--- config.mk ---
export PLATFORM = sky130hd
export DESIGN_NAME = decode_stage
export DESIGN_NICKNAME = d
export VERILOG_FILES = /design/src/hdl/decode_pkg.sv /design/src/hdl/wb_pipe_reg.sv /design/src/hdl/decode_special.sv /design/src/hdl/decode_branch.sv /design/src/hdl/decode_itype.sv /design/src/hdl/decode_mips32.sv /design/src/hdl/decode_stage.sv
export SDC_FILE = /design/constraint.sdc
export NUM_CORES = 1
export LEC_CHECK = 0
export BUFFER_PORTS_ARGS = -buffer_cell sky130_fd_sc_hd__buf_2
export CORE_MARGIN = 5
export CORE_UTILIZATION = 36
export DETAILED_ROUTE_END_ITERATION = 6
export PLACE_DENSITY = 0.58
export REMOVE_ABC_BUFFERS = 1
export SYNTH_ARGS = -nofsm -noshare
export SYNTH_HDL_FRONTEND = slang
export SYNTH_SLANG_ARGS = --single-unit
--- constraint.sdc ---
create_clock -name clk -period 9.8 [get_ports clk]
set_input_delay 1.47 -clock clk [delete_from_list [all_inputs] [get_ports clk]]
set_output_delay 1.47 -clock clk [all_outputs]
set_load 0.01 [all_outputs]
--- src/hdl/decode_pkg.sv ---
`default_nettype none

package decode_pkg;

	localparam int m_width = 32;
	localparam int lg_prf_entries = 6;

	typedef logic [lg_prf_entries-1:0] preg_t;

	localparam preg_t link_reg = 6'd31;	// jal and bgezal write $ra

	typedef enum logic [5:0] {
		II, NOP,
		SLL, SRL, SRA, SLLV, SRLV, SRAV,
		ADDU, SUBU, AND, OR, XOR, NOR, SLT, SLTU,
		MOV, MOVI,
		ADDIU, SLTI, SLTIU, ANDI, ORI, XORI, LUI,
		J, JAL, JR, JALR,
		BEQ, BNE, BLEZ, BGTZ, BEQL, BNEL, BLEZL, BGTZL,
		BLTZ, BGEZ, BLTZL, BGEZL, BGEZAL, BAL,
		LB, LH, LW, LBU, LHU,
		SB, SH, SW
	} uop_op_t;

	typedef struct packed {
		logic [31:0] insn;
		logic [m_width-1:0] pc;
		logic insn_pred;
		logic [m_width-1:0] insn_pred_target;
	} fetch_bundle_t;

	typedef struct packed {
		uop_op_t op;
		preg_t srcA;
		preg_t srcB;
		preg_t dst;
		logic srcA_valid;
		logic srcB_valid;
		logic dst_valid;
		logic [15:0] imm;
		logic [15:0] jmp_imm;
		logic [m_width-1:0] pc;
		logic br_pred;
		logic is_br;
		logic has_delay_slot;
		logic has_nullifying_delay_slot;
		logic is_int;
		logic is_mem;
		logic is_store;
		logic serializing_op;	// kept for rename and never set by this decoder
	} uop_t;

	// architectural numbers zero padded up to a physical specifier
	function automatic preg_t reg_rs(input logic [31:0] insn);
		return {{(lg_prf_entries-5){1'b0}}, insn[25:21]};
	endfunction

	function automatic preg_t reg_rt(input logic [31:0] insn);
		return {{(lg_prf_entries-5){1'b0}}, insn[20:16]};
	endfunction

	function automatic preg_t reg_rd(input logic [31:0] insn);
		return {{(lg_prf_entries-5){1'b0}}, insn[15:11]};
	endfunction

	function automatic preg_t reg_shamt(input logic [31:0] insn);
		return {{(lg_prf_entries-5){1'b0}}, insn[10:6]};
	endfunction

endpackage

`default_nettype wire

--- src/hdl/wb_pipe_reg.sv ---
`timescale 1ns/1ps
`default_nettype none

module wb_pipe_reg #(
	parameter type payload_t = logic
) (
	input wire logic clk,
	input wire logic arst_n,
	input wire logic s_cyc,
	input wire logic s_stb,
	input wire payload_t s_dat,
	output logic s_ack,
	output logic m_cyc,
	output logic m_stb,
	output payload_t m_dat,
	input wire logic m_ack
);

	logic full;
	payload_t data;
	logic drain;

	assign drain = full & m_ack;	// entry leaves this cycle
	assign s_ack = s_cyc & s_stb & (!full | drain);

	always_ff @(posedge clk or negedge arst_n)
	begin
		if (!arst_n)
			full <= 1'b0;
		else if (s_ack)
			full <= 1'b1;	// load wins over a drain in the same cycle
		else if (drain)
			full <= 1'b0;
	end

	always_ff @(posedge clk)
	begin
		if (s_ack)
			data <= s_dat;
	end

	assign m_cyc = full;
	assign m_stb = full;
	assign m_dat = data;

endmodule

`default_nettype wire

--- src/hdl/decode_special.sv ---
`timescale 1ns/1ps
`default_nettype none

module decode_special
	import decode_pkg::*;
(
	input wire logic [31:0] insn,
	input wire uop_t base,
	output logic hit,
	output uop_t uop
);

	preg_t rs;
	preg_t rt;
	preg_t rd;
	preg_t shamt;
	uop_op_t alu_op;

	assign rs = reg_rs(insn);
	assign rt = reg_rt(insn);
	assign rd = reg_rd(insn);
	assign shamt = reg_shamt(insn);
	assign hit = (insn[31:26] == 6'd0);	// unknown funct still hits as II

	// ops that write rd, II for everything else
	always_comb
	begin
		case (insn[5:0])
			6'd0: alu_op = SLL;	// zero word and ehb land here with rd 0
			6'd2: alu_op = SRL;
			6'd3: alu_op = SRA;
			6'd4: alu_op = SLLV;
			6'd6: alu_op = SRLV;
			6'd7: alu_op = SRAV;
			6'd33: alu_op = ADDU;
			6'd35: alu_op = SUBU;
			6'd36: alu_op = AND;
			6'd37: alu_op = (rs == '0) ? MOV : OR;
			6'd38: alu_op = XOR;
			6'd39: alu_op = NOR;
			6'd42: alu_op = SLT;
			6'd43: alu_op = SLTU;
			default: alu_op = II;
		endcase
	end

	always_comb
	begin
		uop = base;
		uop.imm = '0;
		uop.jmp_imm = '0;
		case (insn[5:0])
			6'd0, 6'd2, 6'd3:
			begin
				uop.srcA = rt;
				uop.srcA_valid = 1'b1;
				uop.srcB = shamt;	// shift amount with no register read
			end
			6'd35:
			begin
				// subu computes rs - rt so the operand order swaps
				uop.srcA = rs;
				uop.srcA_valid = 1'b1;
				uop.srcB = rt;
				uop.srcB_valid = 1'b1;
			end
			6'd37:
			begin
				uop.srcA = rt;
				uop.srcA_valid = 1'b1;
				uop.srcB = rs;
				uop.srcB_valid = (rs != '0);	// mov reads rt only
			end
			6'd8, 6'd9:
			begin
				uop.op = insn[0] ? JALR : JR;
				uop.srcA = rs;
				uop.srcA_valid = 1'b1;
				if (insn[0])
				begin
					uop.dst = rd;
					uop.dst_valid = (rd != '0);
				end
				// predicted target arrives split in the default uop
				uop.imm = base.imm;
				uop.jmp_imm = base.jmp_imm;
				uop.is_br = 1'b1;
				uop.is_int = 1'b1;
				uop.has_delay_slot = 1'b1;
			end
			default:
			begin
				if (alu_op != II)
				begin
					uop.srcA = rt;
					uop.srcA_valid = 1'b1;
					uop.srcB = rs;
					uop.srcB_valid = 1'b1;
				end
			end
		endcase

		if (alu_op != II)
		begin
			uop.op = (rd == '0) ? NOP : alu_op;	// write to $0 is a nop
			uop.dst = rd;
			uop.dst_valid = (rd != '0);
			uop.is_int = 1'b1;
		end
	end

endmodule

`default_nettype wire

--- src/hdl/decode_branch.sv ---
`timescale 1ns/1ps
`default_nettype none

module decode_branch
	import decode_pkg::*;
(
	input wire fetch_bundle_t bundle,
	input wire uop_t base,
	output logic hit,
	output uop_t uop
);

	logic [31:0] insn;
	logic [5:0] opc;
	preg_t rs;
	preg_t rt;
	uop_op_t op;

	assign insn = bundle.insn;
	assign opc = insn[31:26];
	assign rs = reg_rs(insn);
	assign rt = reg_rt(insn);
	assign hit = (opc inside {[6'd1:6'd7], [6'd20:6'd23]});

	always_comb
	begin
		case (opc)
			6'd1:
				case (insn[20:16])	// regimm, keyed on rt
					5'd0: op = BLTZ;
					5'd1: op = BGEZ;
					5'd2: op = BLTZL;
					5'd3: op = BGEZL;
					5'd17: op = (rs == '0) ? BAL : BGEZAL;
					default: op = II;
				endcase
			6'd2: op = J;
			6'd3: op = JAL;
			6'd4: op = BEQ;
			6'd5: op = BNE;
			6'd6: op = BLEZ;
			6'd7: op = BGTZ;
			6'd20: op = BEQL;
			6'd21: op = BNEL;
			6'd22: op = BLEZL;
			6'd23: op = BGTZL;
			default: op = II;
		endcase
	end

	always_comb
	begin
		uop = base;
		uop.imm = '0;
		uop.jmp_imm = '0;
		if (op != II)
		begin
			uop.op = op;
			uop.is_br = 1'b1;
			uop.is_int = 1'b1;
			uop.has_delay_slot = 1'b1;
			if (opc == 6'd3)
			begin
				uop.imm = insn[15:0];
				uop.jmp_imm = {6'd0, insn[25:16]};
				uop.dst = link_reg;
				uop.dst_valid = 1'b1;
				uop.br_pred = 1'b1;	// always taken
			end
			else if (opc != 6'd2)	// j is folded at fetch
			begin
				uop.srcA = rs;
				uop.srcA_valid = 1'b1;
				uop.imm = insn[15:0];
				uop.br_pred = bundle.insn_pred;
				// likely forms flagged by rt bit 1 in regimm and opcode bit 4 elsewhere
				uop.has_nullifying_delay_slot = (opc == 6'd1) ? insn[17] : opc[4];
				if (opc[2] && !opc[1])
				begin
					uop.srcB = rt;	// beq/bne compare two registers
					uop.srcB_valid = 1'b1;
				end
				if (op == BGEZAL || op == BAL)
				begin
					uop.dst = link_reg;
					uop.dst_valid = 1'b1;
					uop.srcB = link_reg;
					uop.srcB_valid = (op == BGEZAL);
				end
			end
		end
	end

endmodule

`default_nettype wire

--- src/hdl/decode_itype.sv ---
`timescale 1ns/1ps
`default_nettype none

module decode_itype
	import decode_pkg::*;
(
	input wire logic [31:0] insn,
	input wire uop_t base,
	output logic hit,
	output uop_t uop
);

	logic [5:0] opc;
	preg_t rs;
	preg_t rt;
	uop_op_t op;

	assign opc = insn[31:26];
	assign rs = reg_rs(insn);
	assign rt = reg_rt(insn);
	assign hit = (op != II);

	always_comb
	begin
		case (opc)
			6'd9: op = (rs == '0) ? MOVI : ADDIU;
			6'd10: op = SLTI;
			6'd11: op = SLTIU;
			6'd12: op = ANDI;
			6'd13: op = ORI;
			6'd14: op = XORI;
			6'd15: op = LUI;
			6'd32: op = LB;
			6'd33: op = LH;
			6'd35: op = LW;
			6'd36: op = LBU;
			6'd37: op = LHU;
			6'd40: op = SB;
			6'd41: op = SH;
			6'd43: op = SW;
			6'd48: op = LW;	// ll taken as a plain load
			default: op = II;
		endcase
	end

	always_comb
	begin
		uop = base;
		uop.jmp_imm = '0;
		uop.imm = insn[15:0];
		uop.op = op;
		if (!opc[5])
		begin
			// immediate alu
			uop.srcA = rs;
			uop.srcA_valid = (op != MOVI) && (op != LUI);
			uop.dst = rt;
			uop.dst_valid = (rt != '0);
			uop.is_int = 1'b1;
			if (rt == '0)
				uop.op = NOP;
		end
		else
		begin
			uop.srcA = rs;	// base register
			uop.srcA_valid = 1'b1;
			uop.is_mem = 1'b1;
			if (opc[3])
			begin
				uop.srcB = rt;	// store data
				uop.srcB_valid = 1'b1;
				uop.is_store = 1'b1;
			end
			else
			begin
				uop.dst = rt;
				uop.dst_valid = (rt != '0);
			end
		end
	end

endmodule

`default_nettype wire

--- src/hdl/decode_mips32.sv ---
`timescale 1ns/1ps
`default_nettype none

module decode_mips32
	import decode_pkg::*;
(
	input wire fetch_bundle_t bundle,
	output uop_t uop
);

	uop_t dflt;
	uop_t special_uop;
	uop_t branch_uop;
	uop_t itype_uop;
	logic special_hit;
	logic branch_hit;
	logic itype_hit;

	// II with nothing valid; jr/jalr pick the predicted target out of imm/jmp_imm
	always_comb
	begin
		dflt = '0;
		dflt.op = II;
		dflt.pc = bundle.pc;
		dflt.imm = bundle.insn_pred_target[15:0];
		dflt.jmp_imm = bundle.insn_pred_target[m_width-1:16];
	end

	decode_special u_special (
		.insn(bundle.insn),
		.base(dflt),
		.hit(special_hit),
		.uop(special_uop)
	);

	decode_branch u_branch (
		.bundle(bundle),
		.base(dflt),
		.hit(branch_hit),
		.uop(branch_uop)
	);

	decode_itype u_itype (
		.insn(bundle.insn),
		.base(dflt),
		.hit(itype_hit),
		.uop(itype_uop)
	);

	// opcode ranges are disjoint, so at most one hit
	always_comb
	begin
		if (special_hit)
			uop = special_uop;
		else if (branch_hit)
			uop = branch_uop;
		else if (itype_hit)
			uop = itype_uop;
		else
		begin
			uop = dflt;
			uop.imm = '0;
			uop.jmp_imm = '0;
		end
	end

endmodule

`default_nettype wire

--- src/hdl/decode_stage.sv ---
`timescale 1ns/1ps
`default_nettype none

module decode_stage
	import decode_pkg::*;
(
	input wire logic clk,
	input wire logic arst_n,
	input wire logic in_cyc,
	input wire logic in_stb,
	input wire fetch_bundle_t in_dat,
	output logic in_ack,
	output logic out_cyc,
	output logic out_stb,
	output uop_t out_dat,
	input wire logic out_ack
);

	logic fb_cyc;
	logic fb_stb;
	logic fb_ack;	// uop register accepting is the bundle register's drain
	fetch_bundle_t fb_dat;
	uop_t dec_uop;

	wb_pipe_reg #(.payload_t(fetch_bundle_t)) u_bundle_reg (
		.clk(clk),
		.arst_n(arst_n),
		.s_cyc(in_cyc),
		.s_stb(in_stb),
		.s_dat(in_dat),
		.s_ack(in_ack),
		.m_cyc(fb_cyc),
		.m_stb(fb_stb),
		.m_dat(fb_dat),
		.m_ack(fb_ack)
	);

	decode_mips32 u_decode (
		.bundle(fb_dat),
		.uop(dec_uop)
	);

	wb_pipe_reg #(.payload_t(uop_t)) u_uop_reg (
		.clk(clk),
		.arst_n(arst_n),
		.s_cyc(fb_cyc),
		.s_stb(fb_stb),
		.s_dat(dec_uop),
		.s_ack(fb_ack),
		.m_cyc(out_cyc),
		.m_stb(out_stb),
		.m_dat(out_dat),
		.m_ack(out_ack)
	);

endmodule

`default_nettype wire

==> impl_metrics.sql, run 1 <==
INSERT INTO impl_metrics (metric_group, metric, value, unit) VALUES
('synth', 'syn_avg_cell_area', '15.2', 'sq um'),
('synth', 'synth-main-ff-cell', 'sky130_fd_sc_hd__edfxtp_1', ''),
('global_routing', 'antenna_violations_before_repair', '0', ''),
('clock_network', 'cts_inserted_buffers', '17', ''),
('synth', 'ys_warn_count', '0', ''),
('pwr', 'clkPwrFrac', '37.1', '%'),
('pwr', 'comb_power_share', '7.4', '%'),
('job', 'max-cap-violations', '0', ''),
('die', 'die_w', '158', 'um'),
('routing', 'drt_first_iter_violations', '565', ''),
('routing', 'total_via_count_in_the_routed_design', '5238', ''),
('clock_network', 'cts_sinks', '193', ''),
('setup_path', 'critical_path_class', 'in2out', ''),
('hold_path', 'min-delay-path-class', 'reg2reg', ''),
('die', 'count_of_pins_on_the_block_boundary', '204', ''),
('timing', 'final_report_max_slew_violation_count', '0', ''),
('clock_network', 'post-cts-setup-buffer-count', '0', ''),
('die', 'design.core.area', '21700', 'sq um'),
('timing', 'worst_slew_pin_slew', '1.03', 'ns'),
('clock_network', 'postCtsResizedCells', '0', ''),
('setup_path', 'path_common_cell', 'sky130_fd_sc_hd__buf_2', ''),
('pwr', 'power.density_cell_area', '185', 'nW/um^2'),
('pwr', 'vdd.ir_drop.worst', '0.000113', 'V'),
('routing', 'first_pass_iters', '7', ''),
('die', 'die-area', '24900', 'sq um'),
('synth', 'synthDistinctLibCells', '62', ''),
('routing', 'routed-wl-met2', '9810', 'um'),
('clock_network', 'clkTransAtPathRegs', '0.07', 'ns'),
('setup_path', 'slowest_delay', '0.82', 'ns'),
('timing', 'grt_setup_unrepaired', 'false', ''),
('run_status', 'run_status', 'completed', ''),
('pwr', 'leakage', '3.57', 'nW'),
('timing', 'tns', '0', 'ns'),
('pwr', 'power.sequential.fraction', '55.5', '%'),
('placement', 'io_buffer_count', '199', ''),
('synth', 'synth_seq_cells', '193', ''),
('pwr', 'switching_power_summed_over_all_nets', '433', 'uW'),
('routing', 'routed_via_count_divided_by_cell_count', '5.24', ''),
('timing', 'slew_headroom', '30.8', '%'),
('setup_path', 'cp.arrival', '2.76', 'ns'),
('synth', 'synth_top_cell_area_share', '73.0', '%'),
('pwr', 'swShare', '24.2', '%'),
('routing', 'wirelength_met1', '8470', 'um'),
('layout', 'number_of_fill_cells_in_the_layout', '1961', ''),
('routing', 'routed.top_layer', 'met4', ''),
('placement', 'place.detailed.hpwl', '14100', 'um'),
('timing', 'finalWorstSetupSlack', '5.57', 'ns'),
('setup_path', 'cp-end-kind', 'output port', ''),
('routing', 'wirelength', '20000', 'um'),
('routing', 'detail_route.drc_violations', '0', ''),
('timing', 'whs', '0.421', 'ns'),
('timing', 'hold_violations', '0', ''),
('synth', 'netlist_top_cells_area', 'sky130_fd_sc_hd__edfxtp_1 (73%), sky130_fd_sc_hd__a22o_1 (3.8%), sky130_fd_sc_hd__nor2b_1 (1.8%)', ''),
('clock_network', 'clock-root-buffer', 'sky130_fd_sc_hd__clkbuf_16', ''),
('clock_network', 'cts_buffer_depth', '2', ''),
('global_routing', 'wire_length_of_the_first_global_routing_pass', '30100', 'um'),
('placement', 'gpl.final_weighted_congestion', '0.855', ''),
('setup_path', 'worst_path_max_delay_cell', 'sky130_fd_sc_hd__a21oi_4', ''),
('layout', 'area.growth.synth_to_final', '22.9', '%'),
('timing', 'setup_viol', '0', ''),
('die', 'core.rowCount', '54', ''),
('routing', 'detail_route.wl_per_cell', '20.0', 'um'),
('synth', 'synth_enable_flop_cells', '191', ''),
('synth', 'synthArstFlopShare', '1.04', '%'),
('layout', 'multi_input_comb_area', '1920', 'sq um'),
('clock_network', 'tritoncts', 'done', ''),
('setup_path', 'setup.worst_path.start_class', 'input port', ''),
('global_routing', 'first_global_vias', '5206', ''),
('timing', 'max_clock_freq', '0.236', 'GHz'),
('timing', 'timing.clock.skew', '0.0119', 'ns'),
('layout', 'final-instance-count-excl-fill', '1000', '');
[area by class of cell]
cell class | instances | area share, %
timing repair buffer | 201 | 10.5
clock inverter | 13 | 1.41
multi-input combinational | 287 | 19.9
tap | 280 | 3.63
inverter | 7 | 0.272
clock buffer | 19 | 4.48
sequential | 193 | 59.9
[placed cells by master (no fill, tap or decap), types with 4 or more instances in the layout]
cell type | Yosys | routed
sky130_fd_sc_hd__inv_6 | 0 | 4
sky130_fd_sc_hd__nor2_1 | 24 | 23
sky130_fd_sc_hd__nand2_1 | 30 | 30
sky130_fd_sc_hd__nor4_1 | 6 | 6
sky130_fd_sc_hd__nor2b_1 | 22 | 21
sky130_fd_sc_hd__nand3_1 | 12 | 12
sky130_fd_sc_hd__and2_1 | 8 | 8
sky130_fd_sc_hd__clkbuf_16 | 0 | 17
sky130_fd_sc_hd__inv_1 | 7 | 7
sky130_fd_sc_hd__o22ai_1 | 7 | 7
sky130_fd_sc_hd__a22o_1 | 34 | 34
sky130_fd_sc_hd__a221o_1 | 10 | 10
sky130_fd_sc_hd__edfxtp_1 | 191 | 191
sky130_fd_sc_hd__nand2b_1 | 8 | 8
sky130_fd_sc_hd__nor3_1 | 7 | 7
sky130_fd_sc_hd__o21a_1 | 4 | 4
sky130_fd_sc_hd__conb_1 | 1 | 4
sky130_fd_sc_hd__inv_8 | 0 | 4
sky130_fd_sc_hd__a21oi_1 | 21 | 20
sky130_fd_sc_hd__buf_2 | 11 | 199
sky130_fd_sc_hd__o21ai_0 | 21 | 21
sky130_fd_sc_hd__or4_1 | 4 | 4
[cell families after synthesis]
family,synth area share [%]
AOI/OAI and AO/OA,12.2
xor gates and xnor gates,0.557
DFF,73.6
other,0.0477
buffers and inverters,2.47
and+or+nand+nor,11.1
[registers in the layout (all words and copies together), names as in the netlist]
| name | flops |
|---|---|
| u_bundle_reg.m_cyc | 1 |
| u_bundle_reg.m_dat | 97 |
| u_uop_reg.m_cyc | 1 |
| u_uop_reg.m_dat | 94 |
[per-layer routing]
metal  vias to the layer above  GRT usage [%]
li1                       2417              -
met1                      2579           20.8
met2                       214           26.3
met3                        28           3.36
met4                         0           5.74
met5                         -              0
[stage by stage]
stage	instance area, sq um	power [mW]	utilization [%]
after floorplan	7700	1.07	-
after global placement	9090	1.14	41.9
after detailed placement	9090	1.14	41.9
after CTS	9660	1.81	44.5
after global routing	9660	1.86	44.5
final	9660	1.79	44.5
[cells in the mapped netlist, types with 3 or more instances]
library cell and count:
sky130_fd_sc_hd__a31oi_1 3, sky130_fd_sc_hd__or2_2 3, sky130_fd_sc_hd__xor2_1 3, sky130_fd_sc_hd__nand2_1 30, sky130_fd_sc_hd__buf_4 6, sky130_fd_sc_hd__o21ai_0 21
sky130_fd_sc_hd__and2_1 8, sky130_fd_sc_hd__edfxtp_1 191, sky130_fd_sc_hd__nor3_1 7, sky130_fd_sc_hd__a22o_1 34, sky130_fd_sc_hd__nand3_1 12, sky130_fd_sc_hd__a221o_1 10
sky130_fd_sc_hd__or4_1 4, sky130_fd_sc_hd__buf_1 4, sky130_fd_sc_hd__inv_1 7, sky130_fd_sc_hd__nor2_1 24, sky130_fd_sc_hd__o22ai_1 7, sky130_fd_sc_hd__a21o_1 3
sky130_fd_sc_hd__nor4_1 6, sky130_fd_sc_hd__nor4_2 3, sky130_fd_sc_hd__a21oi_1 21, sky130_fd_sc_hd__clkbuf_1 11, sky130_fd_sc_hd__nor3_2 3, sky130_fd_sc_hd__nand4_1 3
sky130_fd_sc_hd__buf_2 11, sky130_fd_sc_hd__o21bai_1 3, sky130_fd_sc_hd__o21a_1 4, sky130_fd_sc_hd__nor2b_1 22, sky130_fd_sc_hd__nand2b_1 8
[final timing paths]
path                                        start                   to  slack [ns]  cells past startpoint
max in group asynchronous                  arst_n      u_uop_reg.m_cyc        8.89                      1
setup reg to reg           u_bundle_reg.m_dat[93]  u_uop_reg.m_dat[93]        6.78                      5
setup / recovery                          out_ack               in_ack        5.57                      4
hold / removal             u_bundle_reg.m_dat[43]  u_uop_reg.m_dat[18]        0.42                      0
min in group asynchronous                  arst_n   u_bundle_reg.m_cyc        0.81                      1
hold reg to reg            u_bundle_reg.m_dat[43]  u_uop_reg.m_dat[18]        0.42                      0
[power by group through the flow]
| stage | Clock (mW) | Sequential [mW] | Combinational [mW] |
|---|---|---|---|
| floorplan | 0 | 1.02 | 0.0510 |
| global placement | 0 | 1.01 | 0.132 |
| detailed placement | 0 | 1.01 | 0.134 |
| CTS | 0.683 | 0.993 | 0.134 |
| global route | 0.716 | 0.997 | 0.143 |
| finish | 0.664 | 0.992 | 0.132 |
[worst reg2reg max path, delay by kind of cell (launching register included)]
family	cells	cell delay [ns]
DFF	1	0.77
AOI/OAI and AO/OA	2	0.29
and+or+nand+nor	3	1.81
Power figures use the tool's default switching activity.
==> run 2, diff against run 1 <==
PLACE_DENSITY = 0.6   (was 0.58)
clock period = 3.6 ns   (was 9.8 ns; I/O delays follow)
==> run 2 against run 1 <==
Total power grew to 2.8 times the previous value. Worst hold slack worse by 0.15 ns. Cell count is 0.80% higher. Global-route usage is 0.15 points higher. Critical path depth is 1 higher. Sequential power grew to 2.7 times the previous value. Combinational power grew to 2.8 times the previous value. Critical path type is now reg2reg.
==> impl_metrics.sql, run 2 (synthesized netlist as in run 1, its figures left out) <==
INSERT INTO impl_metrics (metric_group, metric, value, unit) VALUES
('layout', 'area.growth.synth_to_final', '24.8', '%'),
('setup_path', 'cp_max_fo', '23', ''),
('timing', 'worst_slew_pin_slew', '0.871', 'ns'),
('timing', 'setup_viol', '0', ''),
('layout', 'most_common_cell_after_layout_fill_and_taps_aside', 'sky130_fd_sc_hd__buf_2', ''),
('layout', 'final_layout_size_suffix_gt1_share', '35.6', '%'),
('die', 'die-area', '24900', 'sq um'),
('timing', 'grt_setup_unrepaired', 'false', ''),
('pwr', 'leakage', '3.63', 'nW'),
('timing', 'tns', '0', 'ns'),
('die', 'die_w', '158', 'um'),
('layout', 'top_library_cells_by_usage_in_the_layout_fill_and_taps_aside', 'sky130_fd_sc_hd__buf_2 (199), sky130_fd_sc_hd__edfxtp_1 (191), sky130_fd_sc_hd__a22o_1 (34), sky130_fd_sc_hd__nand2_1 (30), sky130_fd_sc_hd__nor2_1 (23)', ''),
('pwr', 'power.density_cell_area', '515', 'nW/um^2'),
('hold_path', 'min-delay-path-class', 'in2reg', ''),
('setup_path', 'cp-end-kind', 'register', ''),
('timing', 'timing.clock.skew', '0.0136', 'ns'),
('global_routing', 'grt_overflow', '0', ''),
('setup_path', 'critical_path_class', 'reg2reg', ''),
('setup_path', 'ff2ff_setup_slack', '0.90', 'ns'),
('routing', 'wirelength', '20100', 'um'),
('routing', 'drt_first_iter_violations', '630', ''),
('routing', 'first_pass_iters', '6', ''),
('placement', 'io_buffer_count', '199', ''),
('setup_path', 'critical_path.n_buffers_inverters', '1', ''),
('timing', 'whs', '0.271', 'ns'),
('setup_path', 'slowest_delay', '0.69', 'ns'),
('clock_network', 'cts_max_level', '4', ''),
('global_routing', 'first_global_vias', '5100', ''),
('run_status', 'run_status', 'completed', ''),
('die', 'design.core.area', '21700', 'sq um'),
('pwr', 'vdd.ir_drop.worst', '0.000326', 'V'),
('clock_network', 'clock-root-buffer', 'sky130_fd_sc_hd__clkbuf_16', ''),
('placement', 'dpl_cell_area', '9150', 'sq um'),
('placement', 'gpl.final_weighted_congestion', '0.910', ''),
('clock_network', 'cts_inserted_buffers', '17', ''),
('placement', 'place.detailed.hpwl', '14300', 'um'),
('job', 'max-cap-violations', '0', ''),
('global_routing', 'wire_length_of_the_first_global_routing_pass', '29800', 'um'),
('die', 'core.rowCount', '54', ''),
('routing', 'detail_route.drc_violations', '0', ''),
('clock_network', 'clkLatencyLatePin', '0.44', 'ns'),
('layout', 'largest_reg_flops', '97', ''),
('setup_path', 'critical_path.top_delay_family', 'simple AND/OR/NAND/NOR gates', ''),
('layout', 'nets', '814', ''),
('setup_path', 'setup.worst_path.start_class', 'register', ''),
('die', 'die_boundary_height', '158', 'um'),
('clock_network', 'cts_sinks', '193', ''),
('clock_network', 'post-cts-setup-buffer-count', '0', ''),
('setup_path', 'cp.arrival', '2.99', 'ns'),
('timing', 'max_clock_freq', '0.371', 'GHz'),
('layout', 'final_non_filler_cell_area', '9810', 'sq um'),
('clock_network', 'tritoncts', 'done', ''),
('routing', 'total_via_count_in_the_routed_design', '5218', ''),
('die', 'start_util', '36.2', '%'),
('die', 'count_of_pins_on_the_block_boundary', '204', ''),
('clock_network', 'clkTransAtPathRegs', '0.08', 'ns'),
('setup_path', 'worst_path_max_delay_cell', 'sky130_fd_sc_hd__edfxtp_1', ''),
('routing', 'final_antenna_net_count', '0', ''),
('setup_path', 'required_time_of_the_critical_path', '3.89', 'ns'),
('routing', 'detail_route.wl_per_cell', '19.9', 'um'),
('global_routing', 'global_route.usage.total', '16.0', '%'),
('setup_path', 'crit_chain', 'or2_2 -> nand2b_1 -> nor2b_4 -> buf_4 -> a22o_1', ''),
('pwr', 'total_power', '5.05', 'mW'),
('routing', 'routed_via_count_divided_by_cell_count', '5.18', ''),
('global_routing', 'antenna_violations_before_repair', '3', ''),
('timing', 'slew_headroom', '41.7', '%'),
('global_routing', 'grt_start_max_net_pins', '98', ''),
('timing', 'hold_violations', '0', ''),
('clock_network', 'cts_buffer_depth', '2', ''),
('timing', 'final_report_max_slew_violation_count', '0', ''),
('timing', 'timing.final.crit_period', '2.70', 'ns'),
('timing', 'post-route-period-util', '74.9', '%');
-- run 2: per-stage QoR --
step                      setup WS [ns]  utilization [%]  std cells
after global placement             1.02             42.2        972
after CTS                         0.916             45.2       1005
after floorplan                   -2.46                -        487
after global routing              0.689             45.2       1008
after detailed placement          0.940             42.2        972
final                             0.904             45.2       1008
-- run 2: worst paths after layout --
kind                                              from                     end  cells past startpoint
worst min register to register  u_bundle_reg.m_dat[60]     u_uop_reg.m_dat[35]                      0
min in group asynchronous                       arst_n      u_bundle_reg.m_cyc                      2
max in group asynchronous                       arst_n         u_uop_reg.m_cyc                      2
worst max register to register  u_bundle_reg.m_dat[92]     u_uop_reg.m_dat[64]                      5
worst max-delay path            u_bundle_reg.m_dat[92]     u_uop_reg.m_dat[64]                      5
worst min-delay path                        in_dat[59]  u_bundle_reg.m_dat[59]                      1
-- run 2: repair_timing --
action | in CTS | in global routing
hold buffers | 1 | 0
gates resized for setup | 0 | 0
endpoints found under the hold margin | 2 | 0
-- run 2: final cells by class --
cell class | instances | area (sq um)
tap | 280 | 350
timing repair buffer | 206 | 1080
inverter | 7 | 26.3
antenna | 3 | 7.51
sequential | 193 | 5790
fill | 1940 | 11900
multi-input combinational | 287 | 1920
clock inverter | 15 | 218
clock buffer | 17 | 425
-- run 2: power by group --
part / switching (mW) / leakage, nW / total (mW) / internal, mW
combinational: 0.227 / 1.51 / 0.375 / 0.149
clock: 0.911 / 0.308 / 1.99 / 1.07
sequential: 0.0720 / 1.81 / 2.69 / 2.62
total: 1.21 / 3.63 / 5.05 / 3.84
-- run 2: layer usage --
metal	wire length [um]	global-route usage [%]	vias up
met3	1320	3.14	20
li1	-	-	2428
met5	0	0	-
met2	10100	26.6	213
met1	8260	21.1	2557
met4	399	5.82	0
==> run 3, diff against run 2 <==
ABC_AREA = 1   (was unset)
PLACE_DENSITY = 0.58   (was 0.6)
clock period = 2.6 ns   (was 3.6 ns; I/O delays follow)
==> run 3 against run 2 <==
Clock-buffer cell count stayed put. Global-route usage is 0.13 points lower. Clock skew decreased by 0.0058 ns. Total power increased by 38%. Wire length is 0.26% lower. Maximum frequency is 20% higher. Critical path depth rose by 9. Combinational power grew 50%.
==> impl_metrics.sql, run 3 <==
INSERT INTO impl_metrics (metric_group, metric, value, unit) VALUES
('routing', 'drt_first_iter_violations', '391', ''),
('routing', 'wirelength', '20100', 'um'),
('placement', 'gpl.final_weighted_congestion', '0.888', ''),
('timing', 'final_report_max_slew_violation_count', '0', ''),
('setup_path', 'worst_path_max_delay_cell', 'sky130_fd_sc_hd__edfxtp_1', ''),
('synth', 'synth_area', '8060', 'sq um'),
('clock_network', 'clkTransAtPathRegs', '0.07', 'ns'),
('timing', 'tns', '0', 'ns'),
('layout', 'area.sequential', '5790', 'sq um'),
('setup_path', 'setup.worst_path.start_class', 'register', ''),
('layout', 'final-instance-count-excl-fill', '1191', ''),
('global_routing', 'grt_overflow', '0', ''),
('die', 'count_of_pins_on_the_block_boundary', '204', ''),
('hold_path', 'min-delay-path-class', 'in2reg', ''),
('layout', 'nets', '1000', ''),
('synth', 'syn_avg_cell_area', '11.8', 'sq um'),
('die', 'die-area', '25500', 'sq um'),
('die', 'design.core.area', '22000', 'sq um'),
('routing', 'final_antenna_net_count', '0', ''),
('setup_path', 'cp.arrival', '2.41', 'ns'),
('layout', 'insertedDiodeCount', '0', ''),
('routing', 'routed_via_count_divided_by_cell_count', '4.71', ''),
('setup_path', 'crit_chain', 'nand2_1 -> inv_2 -> nand2_2 -> nor2_4 -> inv_2 -> nand2_2 -> inv_2 -> nand2_1 -> inv_2 -> nand2_4 -> nand2_1 -> nand2_2 -> nand2_1 -> nand2_1', ''),
('synth', 'synth_seq_cells', '193', ''),
('die', 'start_util', '36.7', '%'),
('setup_path', 'required_time_of_the_critical_path', '2.77', 'ns'),
('synth', 'fraction_of_the_yosys_area_taken_by_sequential_cells', '71.8', '%'),
('layout', 'multi_input_comb_area', '1900', 'sq um'),
('layout', 'top_library_cells_by_usage_in_the_layout_fill_and_taps_aside', 'sky130_fd_sc_hd__buf_2 (199), sky130_fd_sc_hd__edfxtp_1 (191), sky130_fd_sc_hd__nand2_1 (170), sky130_fd_sc_hd__nand3_1 (81), sky130_fd_sc_hd__inv_1 (62)', ''),
('pwr', 'vdd.ir_drop.worst', '0.000361', 'V'),
('layout', 'most_common_cell_after_layout_fill_and_taps_aside', 'sky130_fd_sc_hd__buf_2', ''),
('synth', 'synthDistinctLibCells', '32', ''),
('clock_network', 'cts_max_level', '4', ''),
('clock_network', 'tritoncts', 'done', ''),
('run_status', 'run_status', 'completed', ''),
('timing', 'setup_viol', '0', ''),
('global_routing', 'antenna_violations_before_repair', '1', ''),
('setup_path', 'slowest_delay', '0.46', 'ns'),
('pwr', 'total_power', '6.97', 'mW'),
('layout', 'final_layout_size_suffix_gt1_share', '31.7', '%'),
('synth', 'synth_top_cell_area_share', '71.1', '%'),
('synth', 'synth-main-ff-cell', 'sky130_fd_sc_hd__edfxtp_1', ''),
('setup_path', 'cp_max_fo', '15', ''),
('job', 'max-cap-violations', '0', ''),
('global_routing', 'wire_length_of_the_first_global_routing_pass', '31800', 'um'),
('synth', 'synth_most_common_cell', 'sky130_fd_sc_hd__edfxtp_1', ''),
('timing', 'timing.final.crit_period', '2.24', 'ns'),
('routing', 'detail_route.wl_per_cell', '16.8', 'um'),
('pwr', 'leakage', '4.29', 'nW'),
('die', 'die_w', '160', 'um'),
('placement', 'io_buffer_count', '199', ''),
('layout', 'largest_reg_flops', '97', ''),
('placement', 'dpl_cell_area', '9440', 'sq um'),
('global_routing', 'first_global_vias', '5657', ''),
('global_routing', 'global_route.usage.total', '15.9', '%'),
('clock_network', 'clock-root-buffer', 'sky130_fd_sc_hd__clkbuf_16', ''),
('routing', 'total_via_count_in_the_routed_design', '5604', ''),
('timing', 'grt_setup_unrepaired', 'false', ''),
('clock_network', 'cts_sinks', '193', ''),
('placement', 'place.detailed.hpwl', '15000', 'um'),
('timing', 'timing.clock.skew', '0.00780', 'ns'),
('timing', 'slew_headroom', '56.1', '%'),
('clock_network', 'post-cts-setup-buffer-count', '0', ''),
('clock_network', 'clkLatencyLatePin', '0.42', 'ns'),
('synth', 'syn-instance-count', '681', ''),
('placement', 'place_ws', '0.392', 'ns'),
('timing', 'post-route-period-util', '86.2', '%'),
('synth', 'synthArstFlopShare', '1.04', '%'),
('setup_path', 'critical_path_class', 'reg2reg', ''),
('timing', 'max_clock_freq', '0.446', 'GHz'),
('layout', 'area.growth.synth_to_final', '24.9', '%'),
('setup_path', 'cp-end-kind', 'register', ''),
('layout', 'number_of_fill_cells_in_the_layout', '2090', ''),
('routing', 'detail_route.drc_violations', '0', ''),
('timing', 'hold_violations', '0', ''),
('placement', 'place_inst', '1158', ''),
('layout', 'final_non_filler_cell_area', '10100', 'sq um'),
('synth', 'synth_largest_area_cell', 'sky130_fd_sc_hd__edfxtp_1', ''),
('routing', 'first_pass_iters', '5', ''),
('synth', 'netlist_top_cells_area', 'sky130_fd_sc_hd__edfxtp_1 (71%), sky130_fd_sc_hd__nand2_1 (7.9%), sky130_fd_sc_hd__nand3_1 (5.0%)', ''),
('timing', 'finalWorstSetupSlack', '0.358', 'ns'),
('global_routing', 'grt_start_max_net_pins', '49', ''),
('die', 'core.rowCount', '54', ''),
('synth', 'synth_commonest_cells', 'sky130_fd_sc_hd__edfxtp_1 (191), sky130_fd_sc_hd__nand2_1 (170), sky130_fd_sc_hd__nand3_1 (81), sky130_fd_sc_hd__inv_1 (63), sky130_fd_sc_hd__nor2_1 (46)', ''),
('synth', 'ys_warn_count', '0', ''),
('setup_path', 'path_common_cell', 'sky130_fd_sc_hd__nand2_1', ''),
('clock_network', 'cts_inserted_buffers', '17', ''),
('pwr', 'power.density_cell_area', '692', 'nW/um^2'),
('timing', 'worst_slew_pin_slew', '0.658', 'ns'),
('die', 'die_boundary_height', '160', 'um'),
('synth', 'synth_enable_flop_cells', '191', ''),
('clock_network', 'cts_buffer_depth', '2', '');
## run 3: layout make-up
cell class / instances / share of cell area (%)
clock buffers: 17 / 4.22
clock inverters: 15 / 1.91
inverters: 72 / 2.71
multi-input cells: 400 / 18.8
flip-flops and latches: 193 / 57.4
well taps: 280 / 3.48
repair buffers: 214 / 11.4
## run 3: report_power, final
group | internal [mW] | switching (mW) | leakage [nW]
clock network | 1.47 | 1.23 | 0.304
logic | 0.197 | 0.364 | 2.18
registers | 3.64 | 0.0686 | 1.81
total | 5.30 | 1.66 | 4.29
## run 3: worst paths after layout
kind	startpoint	to	slack (ns)	depth (start not counted)
worst max register to register	u_bundle_reg.m_dat[91]	u_uop_reg.m_dat[89]	0.36	14
max in group asynchronous	arst_n	u_bundle_reg.m_cyc	2.23	2
worst min-delay path	in_dat[33]	u_bundle_reg.m_dat[33]	0.13	1
min in group asynchronous	arst_n	u_uop_reg.m_cyc	0.28	2
worst min register to register	u_bundle_reg.m_dat[52]	u_uop_reg.m_dat[27]	0.42	0
worst max-delay path	u_bundle_reg.m_dat[91]	u_uop_reg.m_dat[89]	0.36	14
## run 3: cell families after synthesis
group | Yosys count | synth area share (%)
flip-flops | 193 | 71.8
buffers and inverters | 91 | 5.00
AO/OA/AOI/OAI | 54 | 3.68
AND/OR/NAND/NOR | 342 | 19.5
other | 1 | 0.0465
## run 3: through the flow
stage | hold WS [ns] | utilization, %
3_3_place_gp | 0.178 | 43.0
6_report | 0.132 | 45.9
2_1_floorplan | 0.0944 | -
4_1_cts | 0.112 | 45.9
3_5_place_dp | 0.178 | 43.0
5_1_grt | 0.104 | 45.9
## run 3: repair_timing
action,CTS,global route
hold buffers,1,0
hold endpoints to repair,2,0
gates resized for setup,0,0
## run 3: critical path, delay by kind of cell, from the launching register on
family / cells / cell delay, ns
buf+inv: 4 / 0.42
flops: 1 / 0.46
simple gates: 10 / 1.09
## run 3: metal layers
metal  part of all wire (%)  up-vias  GRT usage (%)
li1                       -     2787              -
met1                     42     2597           20.0
met2                     48      198           25.7
met3                    9.3       20           6.57
met4                    1.3        2           3.98
met5                  0.055        -              0
